===== src/common/rv_core_pkg.sv =====
`default_nettype none

package rv_core_pkg;

    localparam int xlen = 32;
    localparam int reg_addr_width = 5;
    localparam int mem_depth = 1024;
    localparam int mem_addr_width = $clog2(mem_depth);

    localparam logic [6:0] opcode_op = 7'b0110011;
    localparam logic [6:0] opcode_op_imm = 7'b0010011;
    localparam logic [6:0] opcode_lui = 7'b0110111;
    localparam logic [6:0] opcode_load = 7'b0000011;
    localparam logic [6:0] opcode_store = 7'b0100011;

    localparam logic [2:0] funct3_add = 3'b000;
    localparam logic [2:0] funct3_slt = 3'b010;
    localparam logic [2:0] funct3_xor = 3'b100;
    localparam logic [2:0] funct3_or = 3'b110;
    localparam logic [2:0] funct3_and = 3'b111;
    localparam logic [2:0] funct3_lw = 3'b010; // SW shares this width code.

    localparam logic [6:0] funct7_sub = 7'b0100000;

    typedef enum logic [2:0] {
        alu_add,
        alu_sub,
        alu_and,
        alu_or,
        alu_xor,
        alu_slt,
        alu_pass_b
    } alu_op_t;

endpackage

`default_nettype wire


===== src/verilog/execute_stage.sv =====
`timescale 1ns/10ps
`default_nettype none

module execute_stage (
    input  logic                                     clk,
    input  logic                                     reset,
    input  logic                                     id_ex_valid,
    input  logic [rv_core_pkg::xlen-1:0]             id_ex_rs1_data,
    input  logic [rv_core_pkg::xlen-1:0]             id_ex_rs2_data,
    input  logic [rv_core_pkg::xlen-1:0]             id_ex_imm,
    input  logic [rv_core_pkg::reg_addr_width-1:0]   id_ex_rd,
    input  rv_core_pkg::alu_op_t                     id_ex_alu_op,
    input  logic                                     id_ex_use_imm,
    input  logic                                     id_ex_load,
    input  logic                                     id_ex_store,
    input  logic                                     id_ex_writes,
    input  logic                                     data_grant,
    input  logic                                     data_rsp,
    input  logic [rv_core_pkg::xlen-1:0]             data_rdata,
    output logic                                     execute_busy,
    output logic                                     data_req,
    output logic [rv_core_pkg::mem_addr_width-1:0]   data_addr,
    output logic                                     data_we,
    output logic [rv_core_pkg::xlen-1:0]             data_wdata,
    output logic                                     wb_enable,
    output logic [rv_core_pkg::reg_addr_width-1:0]   wb_rd,
    output logic [rv_core_pkg::xlen-1:0]             wb_data,
    output logic                                     retire_valid,
    output logic [rv_core_pkg::reg_addr_width-1:0]   retire_rd,
    output logic [rv_core_pkg::xlen-1:0]             retire_data
);
    import rv_core_pkg::*;

    logic [xlen-1:0]           operand_b;
    logic [xlen-1:0]           alu_result;
    logic [xlen-1:0]           byte_addr;
    logic [reg_addr_width-1:0] mem_rd;
    logic                      mem_start, mem_busy, mem_wait;
    logic                      load_done, store_done, mem_done, alu_retire;

    assign operand_b = id_ex_use_imm ? id_ex_imm : id_ex_rs2_data;
    assign byte_addr = id_ex_rs1_data + id_ex_imm;

    always_comb begin
        case (id_ex_alu_op)
            alu_add: alu_result = id_ex_rs1_data + operand_b;
            alu_sub: alu_result = id_ex_rs1_data - operand_b;
            alu_and: alu_result = id_ex_rs1_data & operand_b;
            alu_or:  alu_result = id_ex_rs1_data | operand_b;
            alu_xor: alu_result = id_ex_rs1_data ^ operand_b;
            alu_slt: alu_result = {31'b0, $signed(id_ex_rs1_data) < $signed(operand_b)};
            default: alu_result = operand_b;
        endcase
    end

    assign mem_start = id_ex_valid && (id_ex_load || id_ex_store);
    assign store_done = data_grant && data_we;
    assign load_done = data_rsp && mem_wait;
    assign mem_done = store_done || load_done;
    assign execute_busy = mem_start || (mem_busy && !mem_done);
    assign data_req = mem_busy && !mem_wait;

    // Only the first cycle of a load or store sees its boundary entry.
    always_ff @(posedge clk) begin
        if (mem_start) begin
            data_addr <= byte_addr[mem_addr_width+1:2];
            data_we <= id_ex_store;
            data_wdata <= id_ex_rs2_data;
            mem_rd <= id_ex_rd;
        end
    end

    always_ff @(posedge clk or posedge reset) begin
        if (reset) begin
            mem_busy <= 1'b0;
            mem_wait <= 1'b0;
        end else if (mem_start) begin
            mem_busy <= 1'b1;
        end else if (mem_done) begin
            mem_busy <= 1'b0;
            mem_wait <= 1'b0;
        end else if (data_grant) begin
            mem_wait <= 1'b1; // Load granted, the word comes next cycle.
        end
    end

    assign alu_retire = id_ex_valid && id_ex_writes && !id_ex_load;
    assign wb_enable = alu_retire || load_done;
    assign wb_rd = load_done ? mem_rd : id_ex_rd;
    assign wb_data = load_done ? data_rdata : alu_result;

    assign retire_valid = wb_enable || store_done;
    assign retire_rd = store_done ? '0 : wb_rd;
    assign retire_data = store_done ? data_wdata : wb_data;

endmodule

`default_nettype wire


===== config.mk =====
export PLATFORM = sky130hd
export DESIGN_NAME = execute_stage
export DESIGN_NICKNAME = d
export VERILOG_FILES = /design/src/common/rv_core_pkg.sv /design/src/verilog/execute_stage.sv
export SDC_FILE = /design/constraint.sdc
export NUM_CORES = 1
export LEC_CHECK = 0
export BUFFER_PORTS_ARGS = -buffer_cell sky130_fd_sc_hd__buf_2
export CAP_MARGIN = 10
export CORE_MARGIN = 1
export CORE_UTILIZATION = 35
export CTS_CLUSTER_DIAMETER = 50
export DETAILED_ROUTE_END_ITERATION = 8
export SETUP_SLACK_MARGIN = 0.15
export SLEW_MARGIN = 30
export SYNTH_ARGS = -nofsm -noshare
export SYNTH_HDL_FRONTEND = slang
export SYNTH_SLANG_ARGS = --single-unit

===== constraint.sdc =====
create_clock -name clk -period 16.15 [get_ports clk]
set_clock_uncertainty 0.1 [all_clocks]
set_input_delay 3.23 -clock clk [delete_from_list [all_inputs] [get_ports clk]]
set_output_delay 3.23 -clock clk [all_outputs]
set_load 0.01 [all_outputs]

# Yosys cells after proc, flatten, opt, wreduce, memory -nomap -nowiden
# Index checks and enable logic that the tools add are counted.
# totals
register_bits	50
latchBits	0
ram_bits	0
mem_bits_ro	0
out_inout_bits	121
memories	0
# classes
n_addsub	3
multipliers	0
div	0
magnitude_cmp	1
n_eq_ne	5
shift	0
n_mux	10
bitwise	4
reduce_logical	19
# ops
op	n
32-bit case mux with 6 select lines	1
32-bit 2-to-1 mux	3
32-bit adder	1
32-bit AND	1
32-bit less-than comparator	1
32-bit bitwise OR	1
32-bit subtractor	1
32-bit bitwise XOR	1
12-bit adder	1
5-bit 2-to-1 mux	2
1-bit logical AND	7
3-bit by 2-bit equality test with 1-bit output, second input constant	2
3-bit equality test, second input constant	2
1-bit logical OR	5
1-bit 2-to-1 mux	4
2-bit nonzero test	2
3-bit by 1-bit equality test with 1-bit output, second input constant	1
1-bit zero test	3
3-bit zero test	1
2-bit AND reduction	1
1-bit inverter	1

# Logic depth before layout (Yosys ltp)
# Gate-level depths: netlist of run 1.
# depth
depth_word	5
depth_mapped	16
ltp_nobuf	12

# Worst setup path before layout of run 1
# Ideal clock, no wire load.
# synth_timing
kind	in2out
from	input id_ex_use_imm
to	output retire_data[27] in the netlist's numbering
arrival_time_ns	6.707
slack_ns	6.113
cell_stages	14
path_buffers	4
path_cell_list	clkbuf_1 > buf_2 > buf_2 > buf_2 > mux2i_1 > ha_1 > nor2b_1 > a311o_1 > a221o_1 > o21ai_1 > nand3_1 > or4_1 > and3_1 > o31ai_2
# synth_via
elab_chain_cells	5
elab_cells_between_ends	9
classes_between	add/sub (2); mux (4); bitwise (3)
# synth_lines
element	line	text
from (decl)	execute_stage.sv:13	input logic id_ex_use_imm,
32-bit 2-to-1 mux (*)	execute_stage.sv:41	assign operand_b = id_ex_use_imm ? id_ex_imm : id_ex_rs2_data;
32-bit subtractor, or another cell as far along	execute_stage.sv:47	alu_sub: alu_result = id_ex_rs1_data - operand_b;
32-bit case mux with 6 select lines (*)	execute_stage.sv:45	case (id_ex_alu_op)
32-bit 2-to-1 mux (*)	execute_stage.sv:90	assign wb_data = load_done ? data_rdata : alu_result;
32-bit 2-to-1 mux (*)	execute_stage.sv:94	assign retire_data = store_done ? data_wdata : wb_data;
to (decl)	execute_stage.sv:30	output logic [rv_core_pkg::xlen-1:0] retire_data
# Mark *: on every way between the ends. The rest lies on a longest branch, timed or not.

# Worst setup path in the final report of run 1
# layout_timing
from	input id_ex_use_imm
to	output retire_data[21] in the netlist's numbering
# Same word-level chain as after synthesis.

==> key figures, run 1 <==
Outcome
  – Status: completed

Power
  – Pwr Total: 0.0007312 W
  – NetSw: 0.0003545 W
  – Share of total power in combinational logic: 60.8%
  – PD cells: 67.42 nW/um^2
  – Clock power share: 16.8%
  – Cell Int Power: 0.0003767 W
  – VDD IR max: 0.00006440 V
  – Pleak: 4.974 nW
  – Reg power frac: 22.5%
  – Switching Fraction: 48.48%

Routing
  – DRC: 0
  – Wire per inst: 21.97 um
  – Routed via count: 10800
  – Post-Route WL: 39840 um
  – Antenna-violating nets left: 0
  – Initial drt markers: 1249
  – Drt pass-1 iters: 6
  – Vias per cell: 5.955

Placement
  – Buffers on Ports: 265
  – Pre-CTS setup slack: 5259 ps
  – Placed wire-length estimate: 30820 um
  – Placer Congestion: 0.9886
  – Placed insts: 1804

Die
  – Num ports: 266
  – Row cnt: 58
  – Die Height: 163.7 um
  – Die area: 26790 sq um
  – Initial Utilization: 36.02%
  – Core area: 25400 sq um
  – Die X: 163.7 um

Timing
  – Worst Slack Setup Final: 5095 ps
  – Final setup viols: 0
  – Tcrit/Tclk final: 68.45%
  – Hold WS: 424.0 ps
  – Setup TNS: 0 ps
  – Final min period: 11060 ps
  – Final Hold Viols: 0
  – Unrepaired setup endpoints after global routing: no
  – Achievable Freq: 90.46 MHz
  – Fin. max-slew vios: 0
  – Worst slew margin: 33.88%
  – Worst slew pin tran: 981.5 ps

Synth
  – #FFs+latches synth: 50
  – Area leader, netlist: edfxtp_1
  – Post-synthesis sequential area ratio: 16.30%
  – Ys async rst share: 4.000%
  – Syn Inst Count: 1275
  – EDFF count, synth: 48
  – Mapped cell area: 9150 sq um
  – Ys flop type: edfxtp_1
  – Mapped Nets: 1536
  – Synth unique cells: 73
  – Synth top area cells: edfxtp_1, ha_1, nand2_1
  – Syn avg cell area: 7.176 sq um
  – Synth top area share: 15.75%
  – Synthesis Warnings: 0

Setup path
  – CP Launch Type: primary input
  – Crit end category: output port
  – CP Class: primary input to output port
  – Reg2reg setup slack: 14070 ps
  – Req. time, crit path: 12820 ps
  – Arrival @ worst endpoint: 7730 ps
  – Crit Path Max Fanout: 32

Clock tree
  – Clock latency on the worst-skew pair: 310 ps
  – CTS Root Cell: clkbuf_16
  – # clock sinks: 50
  – CTS tree: yes
  – Cts hold-fix bufs: 0
  – H-tree levels: 2
  – Cts bufs inserted: 5
  – CTS Buffer Depth: 2
  – # Post-CTS Setup Buffers: 0
  – Post-CTS Resized: 0
  – Worst-path clk slew: 80 ps

Cells and area
  – Most frequent cells in the layout: buf_2, nand2_1, ha_1
  – Fillers: 2705
  – Commonest non-fill, non-tap cell in the layout: buf_2
  – Area Overhead vs Synth: 18.53%
  – # nets final: 1742
  – Non-Filler Instances: 1813
  – Fraction of layout cells with a size suffix above 1: 22.60%

GRT
  – GR Layer Usage met2: 46.74%
  – Antenna violations before repair: 1
  – Total track usage: 29.04%
  – First-pass GRT wire length: 59520 um
  – Met1 GRT Util: 39.20%
  – Largest net degree at the start of global routing: 82
  – Top Usage Layer GRT: met2
  – Met3 Usage GRT: 4.241%
  – GRT overflow: 0
  – Vias in the first global route: 9911

Flow run
  – MaxCap Viol Count: 0

Hold path
  – Min-Delay Path Class: flop to flop
==> final cells by class <==
class | instances | area, sq um | area share [%]
timing repair buffer | 280 | 1439 | 13.27
inverter | 108 | 405.4 | 3.738
antenna | 1 | 2.502 | 0.02307
multi-input combinational | 1036 | 6940 | 63.99
clock buffer | 5 | 125.1 | 1.154
tap | 330 | 412.9 | 3.807
sequential | 50 | 1491 | 13.75
clock inverter | 3 | 28.78 | 0.2653
==> routing by layer <==
metal / up-vias / share of wire, %
met2: 556 / 44
met1: 5088 / 44
li1: 5089 / -
met4: 0 / 3.3
met5: - / 0
met3: 63 / 8.4
==> synth_stat cells (8+ instances only) <==
cell and count:
nand2_1 148, ha_1 114, o21ai_0 110, a21oi_1 109
nor2_1 109, inv_1 103, clkbuf_1 62, edfxtp_1 48
nor3_1 27, o31ai_1 27, mux2_2 25, mux2i_1 23
a31oi_1 22, nand3_1 21, a211oi_1 18, o211ai_1 18
nor2b_1 17, a21o_1 15, xnor2_1 15, nand4_1 14
nor4_1 14, a22oi_1 13, o21bai_1 12, o22ai_1 12
nand2b_1 11, a2111oi_0 10, a221oi_1 9, buf_1 9
buf_2 9, o21a_1 9, o221ai_1 8, or3_1 8
==> per-stage QoR <==
stage / utilization (%) / area (sq um)
after floorplan: - / 9150
after global placement: 42.07 / 10690
after detailed placement: 42.07 / 10690
after CTS: 42.68 / 10840
after global routing: 42.70 / 10850
final: 42.70 / 10850
==> worst paths after layout <==
| check | from | to | depth (start not counted) |
|---|---|---|---|
| setup / recovery | id_ex_use_imm | retire_data[21] | 13 |
| hold / removal | mem_busy$_DFFE_PP0P_ | mem_busy$_DFFE_PP0P_ | 2 |
| setup reg to reg | mem_wait$_DFFE_PP0P_ | mem_busy$_DFFE_PP0P_ | 5 |
| hold reg to reg | mem_busy$_DFFE_PP0P_ | mem_busy$_DFFE_PP0P_ | 2 |
| max in group asynchronous | reset | mem_busy$_DFFE_PP0P_ | 2 |
| min in group asynchronous | reset | mem_wait$_DFFE_PP0P_ | 2 |
==> kinds of logic after synthesis <==
kind of cell | Yosys count | synth area share [%]
buffers and inverters | 189 | 7.917
AOI/OAI and AO/OA | 450 | 32.04
DFF | 50 | 16.30
adders and majority gates | 116 | 16.03
and+or+nand+nor | 402 | 20.06
xor gates and xnor gates | 19 | 1.819
muxes | 49 | 5.839
==> state kept, by name (all words and copies together) (netlist names) <==
| signal | flops |
|---|---|
| mem_busy | 1 |
| data_addr | 10 |
| data_we | 1 |
| mem_rd | 5 |
| mem_wait | 1 |
| data_wdata | 32 |
==> power by group through the flow <==
stage | sequential (W) | combinational, W | clock, W
after floorplan | 0.000172 | 0.000269 | 0
after global placement | 0.000167 | 0.000434 | 0
after detailed placement | 0.000167 | 0.000435 | 0
after CTS | 0.000164 | 0.000437 | 0.000125
after global routing | 0.000166 | 0.000483 | 0.000130
final | 0.000164 | 0.000444 | 0.000123
==> worst max-delay path: stages <==
cell and delay [ps]:
buf_2 80, buf_4 480, mux2i_1 780, ha_1 530, nor3_1 570, nand4_1 220
a211oi_2 410, or2_2 200, o211ai_1 120, nand3_1 90, nor3b_1 570, o21ai_0 230
buf_2 180
(Power assumes the default switching activity.)
==> inputs of run 2 (changes only) <==
==> constraint.sdc (replaced) <==
create_clock -name clk -period 11.1 [get_ports clk]
set_clock_uncertainty 0.1 [all_clocks]
set_input_delay 2.22 -clock clk [delete_from_list [all_inputs] [get_ports clk]]
set_output_delay 2.22 -clock clk [all_outputs]
set_load 0.01 [all_outputs]
==> run 2 against run 1 <==
Largest cell class unchanged. Global-route usage increased by 0.20 points. Sequential power rose by 46%. Final cell count about the same. Highest routed layer unchanged. Worst hold slack improved by 16 ps. Via count fell by 1.0%. Power rose by 46%. Combinational power up 46%. Sequential share of layout area is essentially flat. Clock power up 47%.
==> key figures, run 2 (same netlist as run 1, synthesis figures left out) <==
Hold path
  – Min-Delay Path Class: flop to flop

GRT
  – Met3 Usage GRT: 3.580% (-0.66 points)
  – Antenna violations before repair: 2 (+1)
  – Top Usage Layer GRT: met2
  – Vias in the first global route: 9604 (-3.1%)
  – First-pass GRT wire length: 59580 um (+0.10%)
  – GR Layer Usage met2: 45.92% (-0.83 points)
  – Met1 GRT Util: 40.77% (+1.6 points)
  – GRT overflow: 0 (unchanged)
  – Largest net degree at the start of global routing: 81 (-1.2%)
  – Total track usage: 29.24% (+0.20 points)

Power
  – VDD IR max: 0.00007156 V (+11%)
  – PD cells: 98.30 nW/um^2 (+46%)
  – Pleak: 4.973 nW (about the same)

Cells and area
  – Fraction of layout cells with a size suffix above 1: 22.60% (unchanged)
  – Biggest register: data_wdata
  – Biggest regs: data_wdata x32, data_addr x10, mem_rd x5
  – Most frequent cells in the layout: buf_2, nand2_1, ha_1
  – Area Overhead vs Synth: 18.57% (about the same)
  – Fillers: 2669 (-1.3%)
  – Commonest non-fill, non-tap cell in the layout: buf_2
  – # nets final: 1742 (unchanged)
  – Max reg flops: 32 (unchanged)
  – Non-Filler Instances: 1814 (+0.055%)

Clock tree
  – H-tree levels: 2 (unchanged)
  – Cts hold-fix bufs: 0 (unchanged)
  – Clock latency on the worst-skew pair: 310 ps (about the same)
  – Worst-path clk slew: 80 ps (about the same)
  – # Post-CTS Setup Buffers: 0 (unchanged)
  – # clock sinks: 50 (unchanged)
  – CTS Root Cell: clkbuf_16
  – Post-CTS Resized: 0 (unchanged)
  – CTS tree: yes
  – Cts bufs inserted: 5 (unchanged)
  – CTS Buffer Depth: 2 (unchanged)

Placement
  – Placer Congestion: 0.9690 (-2.0%)
  – Buffers on Ports: 265 (unchanged)
  – Placed insts: 1804 (unchanged)
  – Placed wire-length estimate: 31240 um (+1.4%)

Setup path
  – CP Launch Type: primary input
  – R2r startpoint: mem_wait$_DFFE_PP0P_
  – CP Class: primary input to output port
  – Crit Path Max Fanout: 19 (-41%)
  – CP endpoint: wb_data[21]
  – Reg2reg setup slack: 9000 ps (-5070 ps)
  – Worst Setup SP: id_ex_use_imm
  – Crit end category: output port
  – RR Endpoint: mem_busy$_DFFE_PP0P_
  – Arrival @ worst endpoint: 6720 ps (-1010 ps)
  – Reg2reg path depth: 5 (unchanged)
  – Req. time, crit path: 8780 ps (-4040 ps)

Timing
  – Worst slew pin tran: 862.2 ps (-119.3 ps)
  – Fin. max-slew vios: 0 (unchanged)
  – Tcrit/Tclk final: 81.40%
  – Hold WS: 439.5 ps (+15.57 ps)
  – Setup TNS: 0 ps (unchanged)
  – Worst slew margin: 42.18% (+8.3 points)
  – Final setup viols: 0 (unchanged)
  – Final Hold Viols: 0 (unchanged)
  – Final min period: 9035 ps
  – Unrepaired setup endpoints after global routing: no
  – Achievable Freq: 110.7 MHz

Flow run
  – MaxCap Viol Count: 0 (unchanged)

Routing
  – Post-Route WL: 39880 um (about the same)
  – Wire per inst: 21.98 um (about the same)
  – Routed via count: 10690 (-1.0%)
  – Initial drt markers: 1288 (+3.1%)
  – Vias per cell: 5.890 (-1.1%)
  – Antenna-violating nets left: 0 (unchanged)
  – DRC: 0 (unchanged)
  – Drt pass-1 iters: 5 (-1)

Die
  – Die X: 163.7 um (unchanged)
  – Die area: 26790 sq um (unchanged)
  – Initial Utilization: 36.02% (unchanged)
  – Num ports: 266 (unchanged)
  – Core area: 25400 sq um (unchanged)
  – Die Height: 163.7 um (unchanged)
  – Row cnt: 58 (unchanged)

Outcome
  – Status: completed
==> run 2: where the power goes <==
part           total [W]  leakage (nW)  internal [W]  switching [W]
sequential      0.000239         0.483      0.000230     0.00000914
clock           0.000181        0.0759     0.0000868      0.0000940
combinational   0.000647          4.41      0.000232       0.000415
==> run 2: per-layer routing <==
metal,vias up,part of all wire (%)
li1,5088,-
met1,4984,44
met2,547,44
met3,66,8.3
met4,0,3.3
met5,-,0
==> run 2: final cells by class <==
| type | count | area [sq um] | share of cell area [%] |
|---|---|---|---|
| repair buffers | 280 | 1439 | 13.26 |
| flip-flops and latches | 50 | 1491 | 13.75 |
| well taps | 330 | 412.9 | 3.806 |
| inverters | 108 | 405.4 | 3.737 |
| diodes | 2 | 5.005 | 0.04613 |
| clock buffers | 5 | 125.1 | 1.153 |
| clock inverters | 3 | 28.78 | 0.2653 |
| multi-input cells | 1036 | 6942 | 63.98 |
==> run 2: worst max-delay path, stage by stage <==
cell and delay, ps:
buf_2 410, buf_4 430, mux2i_1 460, ha_1 500, nor3_1 650, nand4_1 260, a211oi_2 390, or2_2 200
o211ai_1 120, nand3_1 80, nor3b_1 580, o21ai_0 220, buf_2 180
==> run 2: stage by stage <==
step / utilization (%) / area [sq um] / power (W) / setup WS [ps]
after floorplan: - / 9150 / 0.0006419 / 3083
after global placement: 42.07 / 10690 / 0.0008772 / 2083
after detailed placement: 42.08 / 10690 / 0.0008778 / 2064
after CTS: 42.69 / 10840 / 0.001061 / 2074
after global routing: 42.71 / 10850 / 0.001137 / 1717
final: 42.71 / 10850 / 0.001066 / 2065
==> run 2: worst min path at each step <==
| stage | to | start | depth (start not counted) |
|---|---|---|---|
| after floorplan | mem_busy$_DFFE_PP0P_ | mem_busy$_DFFE_PP0P_ | 2 |
| after global placement | mem_busy$_DFFE_PP0P_ | mem_busy$_DFFE_PP0P_ | 2 |
| after detailed placement | mem_busy$_DFFE_PP0P_ | mem_busy$_DFFE_PP0P_ | 2 |
| after CTS | mem_busy$_DFFE_PP0P_ | mem_busy$_DFFE_PP0P_ | 2 |
| after global routing | mem_busy$_DFFE_PP0P_ | mem_busy$_DFFE_PP0P_ | 2 |
| final | mem_busy$_DFFE_PP0P_ | mem_busy$_DFFE_PP0P_ | 2 |
==> inputs of run 3 (changes only) <==
==> constraint.sdc (replaced) <==
create_clock -name clk -period 8.5 [get_ports clk]
set_clock_uncertainty 0.1 [all_clocks]
set_input_delay 1.7 -clock clk [delete_from_list [all_inputs] [get_ports clk]]
set_output_delay 1.7 -clock clk [all_outputs]
set_load 0.01 [all_outputs]
==> run 3 against run 2 <==
Critical endpoint is now retire_data[0]. Sequential power grew 30%. Critical path depth unchanged. Highest routed layer unchanged. Wire length up 2.5%. Clock power up 43%. Global-route usage is 0.36 points higher. First-iteration DRC count fell by 16%.
==> key figures, run 3 (same netlist as run 1, synthesis figures left out) <==
Setup path
  – Crit Path Max Fanout: 20 (+1)
  – Crit end category: output port
  – Arrival @ worst endpoint: 5970 ps (-750 ps)
  – Req. time, crit path: 6700 ps (-2080 ps)
  – CP Class: primary input to output port
  – CP Launch Type: primary input

Power
  – Pwr Total: 0.001425 W (+34%)
  – Clock power share: 18.2% (+1.2 points)
  – Switching Fraction: 47.39% (-1.2 points)
  – Cell Int Power: 0.0007495 W (+37%)
  – PD cells: 130.3 nW/um^2 (+33%)
  – NetSw: 0.0006753 W (+30%)
  – VDD IR max: 0.00007985 V (+12%)
  – Reg power frac: 21.9% (-0.5 points)
  – Pleak: 5.022 nW (+0.98%)
  – Share of total power in combinational logic: 60.0% (-0.6 points)

Clock tree
  – Cts bufs inserted: 5 (unchanged)
  – Clock latency on the worst-skew pair: 310 ps (about the same)
  – Worst-path clk slew: 80 ps (about the same)
  – Cts hold-fix bufs: 0 (unchanged)
  – H-tree levels: 2 (unchanged)
  – CTS Buffer Depth: 2 (unchanged)
  – # Post-CTS Setup Buffers: 0 (unchanged)
  – Post-CTS Resized: 0 (unchanged)
  – CTS Root Cell: clkbuf_16
  – # clock sinks: 50 (unchanged)
  – CTS tree: yes

Timing
  – Final setup viols: 0 (unchanged)
  – Unrepaired setup endpoints after global routing: no
  – Worst slew margin: 34.15% (-8.0 points)
  – Achievable Freq: 128.6 MHz
  – Final Hold Viols: 0 (unchanged)
  – Fin. max-slew vios: 0 (unchanged)
  – Hold WS: 425.0 ps (-14.48 ps)
  – Setup TNS: 0 ps (unchanged)
  – Final min period: 7775 ps
  – Worst slew pin tran: 984.1 ps (+121.9 ps)
  – Tcrit/Tclk final: 91.46%

Die
  – Core area: 25400 sq um (unchanged)
  – Num ports: 266 (unchanged)
  – Initial Utilization: 36.02% (unchanged)
  – Die X: 163.7 um (unchanged)
  – Die area: 26790 sq um (unchanged)
  – Die Height: 163.7 um (unchanged)
  – Row cnt: 58 (unchanged)

Cells and area
  – Biggest regs: data_wdata x32, data_addr x10, mem_rd x5
  – Commonest non-fill, non-tap cell in the layout: buf_2
  – Max reg flops: 32 (unchanged)
  – Most frequent cells in the layout: buf_2, nand2_1, ha_1
  – Area Overhead vs Synth: 19.54%
  – # nets final: 1750 (+0.46%)
  – Design area: 10940 sq um (+0.82%)
  – Non-Filler Instances: 1821 (+0.39%)
  – Biggest register: data_wdata
  – Fraction of layout cells with a size suffix above 1: 23.02% (+0.42 points)

GRT
  – Total track usage: 29.60% (+0.36 points)
  – First-pass GRT wire length: 60150 um (+0.95%)
  – Largest net degree at the start of global routing: 49 (-40%)
  – Antenna violations before repair: 0 (-2)
  – Vias in the first global route: 9945 (+3.6%)
  – GRT overflow: 0 (unchanged)

Placement
  – Post-DP Area: 10760 sq um (+0.66%)
  – Buffers on Ports: 265 (unchanged)
  – Placed wire-length estimate: 32180 um (+3.0%)
  – Placer Congestion: 0.9777 (+0.90%)
  – Placed insts: 1812 (+0.44%)

Routing
  – Post-Route WL: 40870 um (+2.5%)
  – DRC: 0 (unchanged)
  – Antenna-violating nets left: 0 (unchanged)
  – Initial drt markers: 1079 (-16%)
  – Wire per inst: 22.45 um (+2.1%)
  – Routed via count: 10890 (+1.9%)
  – Vias per cell: 5.978 (+1.5%)
  – Drt pass-1 iters: 5 (unchanged)

Flow run
  – MaxCap Viol Count: 0 (unchanged)

Hold path
  – Min-Delay Path Class: flop to flop

Outcome
  – Status: completed
[run 3: cell count changes in the layout (fill, tap and decap cells not counted)]
cell        before  now
bufinv_16        0    1
clkinv_4         2    0
buf_12           0    1
a2111oi_0        9   10
clkinvlp_4       0    1
diode_2          2    1
buf_4           15   22
a2111oi_1        1    0
[run 3: area by class of cell]
| class | instances | area [sq um] |
|---|---|---|
| multi-input combinational | 1036 | 6940 |
| clock inverter | 3 | 48.80 |
| sequential | 50 | 1491 |
| antenna | 1 | 2.502 |
| timing repair buffer | 288 | 1511 |
| tap | 330 | 412.9 |
| clock buffer | 5 | 125.1 |
| fill | 2710 | 14460 |
| inverter | 108 | 405.4 |
[run 3: metal layers]
metal  global-route usage [%]  vias up  part of all wire (%)
met5                        0        -                     0
met4                    8.796        0                   2.4
met3                    3.454       60                   7.7
met2                    49.00      560                    46
met1                    40.01     5169                    44
li1                         -     5097                     -
[run 3: final timing paths]
check	from	cells past startpoint	slack [ps]	endpoint
max	id_ex_use_imm	13	730	retire_data[0]
min	mem_busy$_DFFE_PP0P_	2	430	mem_busy$_DFFE_PP0P_
max reg2reg	mem_wait$_DFFE_PP0P_	4	6560	mem_busy$_DFFE_PP0P_
min reg2reg	mem_busy$_DFFE_PP0P_	2	430	mem_busy$_DFFE_PP0P_
max in group asynchronous	reset	2	7050	mem_busy$_DFFE_PP0P_
min in group asynchronous	reset	2	1130	mem_wait$_DFFE_PP0P_
[run 3: power by group through the flow]
stage	clock, W	combinational, W	sequential (W)
finish	0.000259	0.000854	0.000311
global placement	0	0.000840	0.000317
floorplan	0	0.000512	0.000326
detailed placement	0	0.000840	0.000317
global route	0.000274	0.000929	0.000314
CTS	0.000266	0.000844	0.000312
[run 3: per-stage QoR]
| stage | util [%] | setup WS [ps] |
|---|---|---|
| after floorplan | - | 1523 |
| after global placement | 42.36 | 812.3 |
| after detailed placement | 42.36 | 781.7 |
| after CTS | 43.04 | 749.7 |
| after global routing | 43.05 | 359.2 |
| final | 43.06 | 725.5 |
[run 3: worst max-delay path: stages]
cell and delay [ps]:
buf_2 550, mux2i_1 270, ha_1 560, inv_2 130, a2111oi_0 440, a221oi_1 240
o2111ai_1 380, a31oi_1 230, a221oi_1 430, nor3b_1 110, buf_4 160, o41ai_1 510
buf_2 230
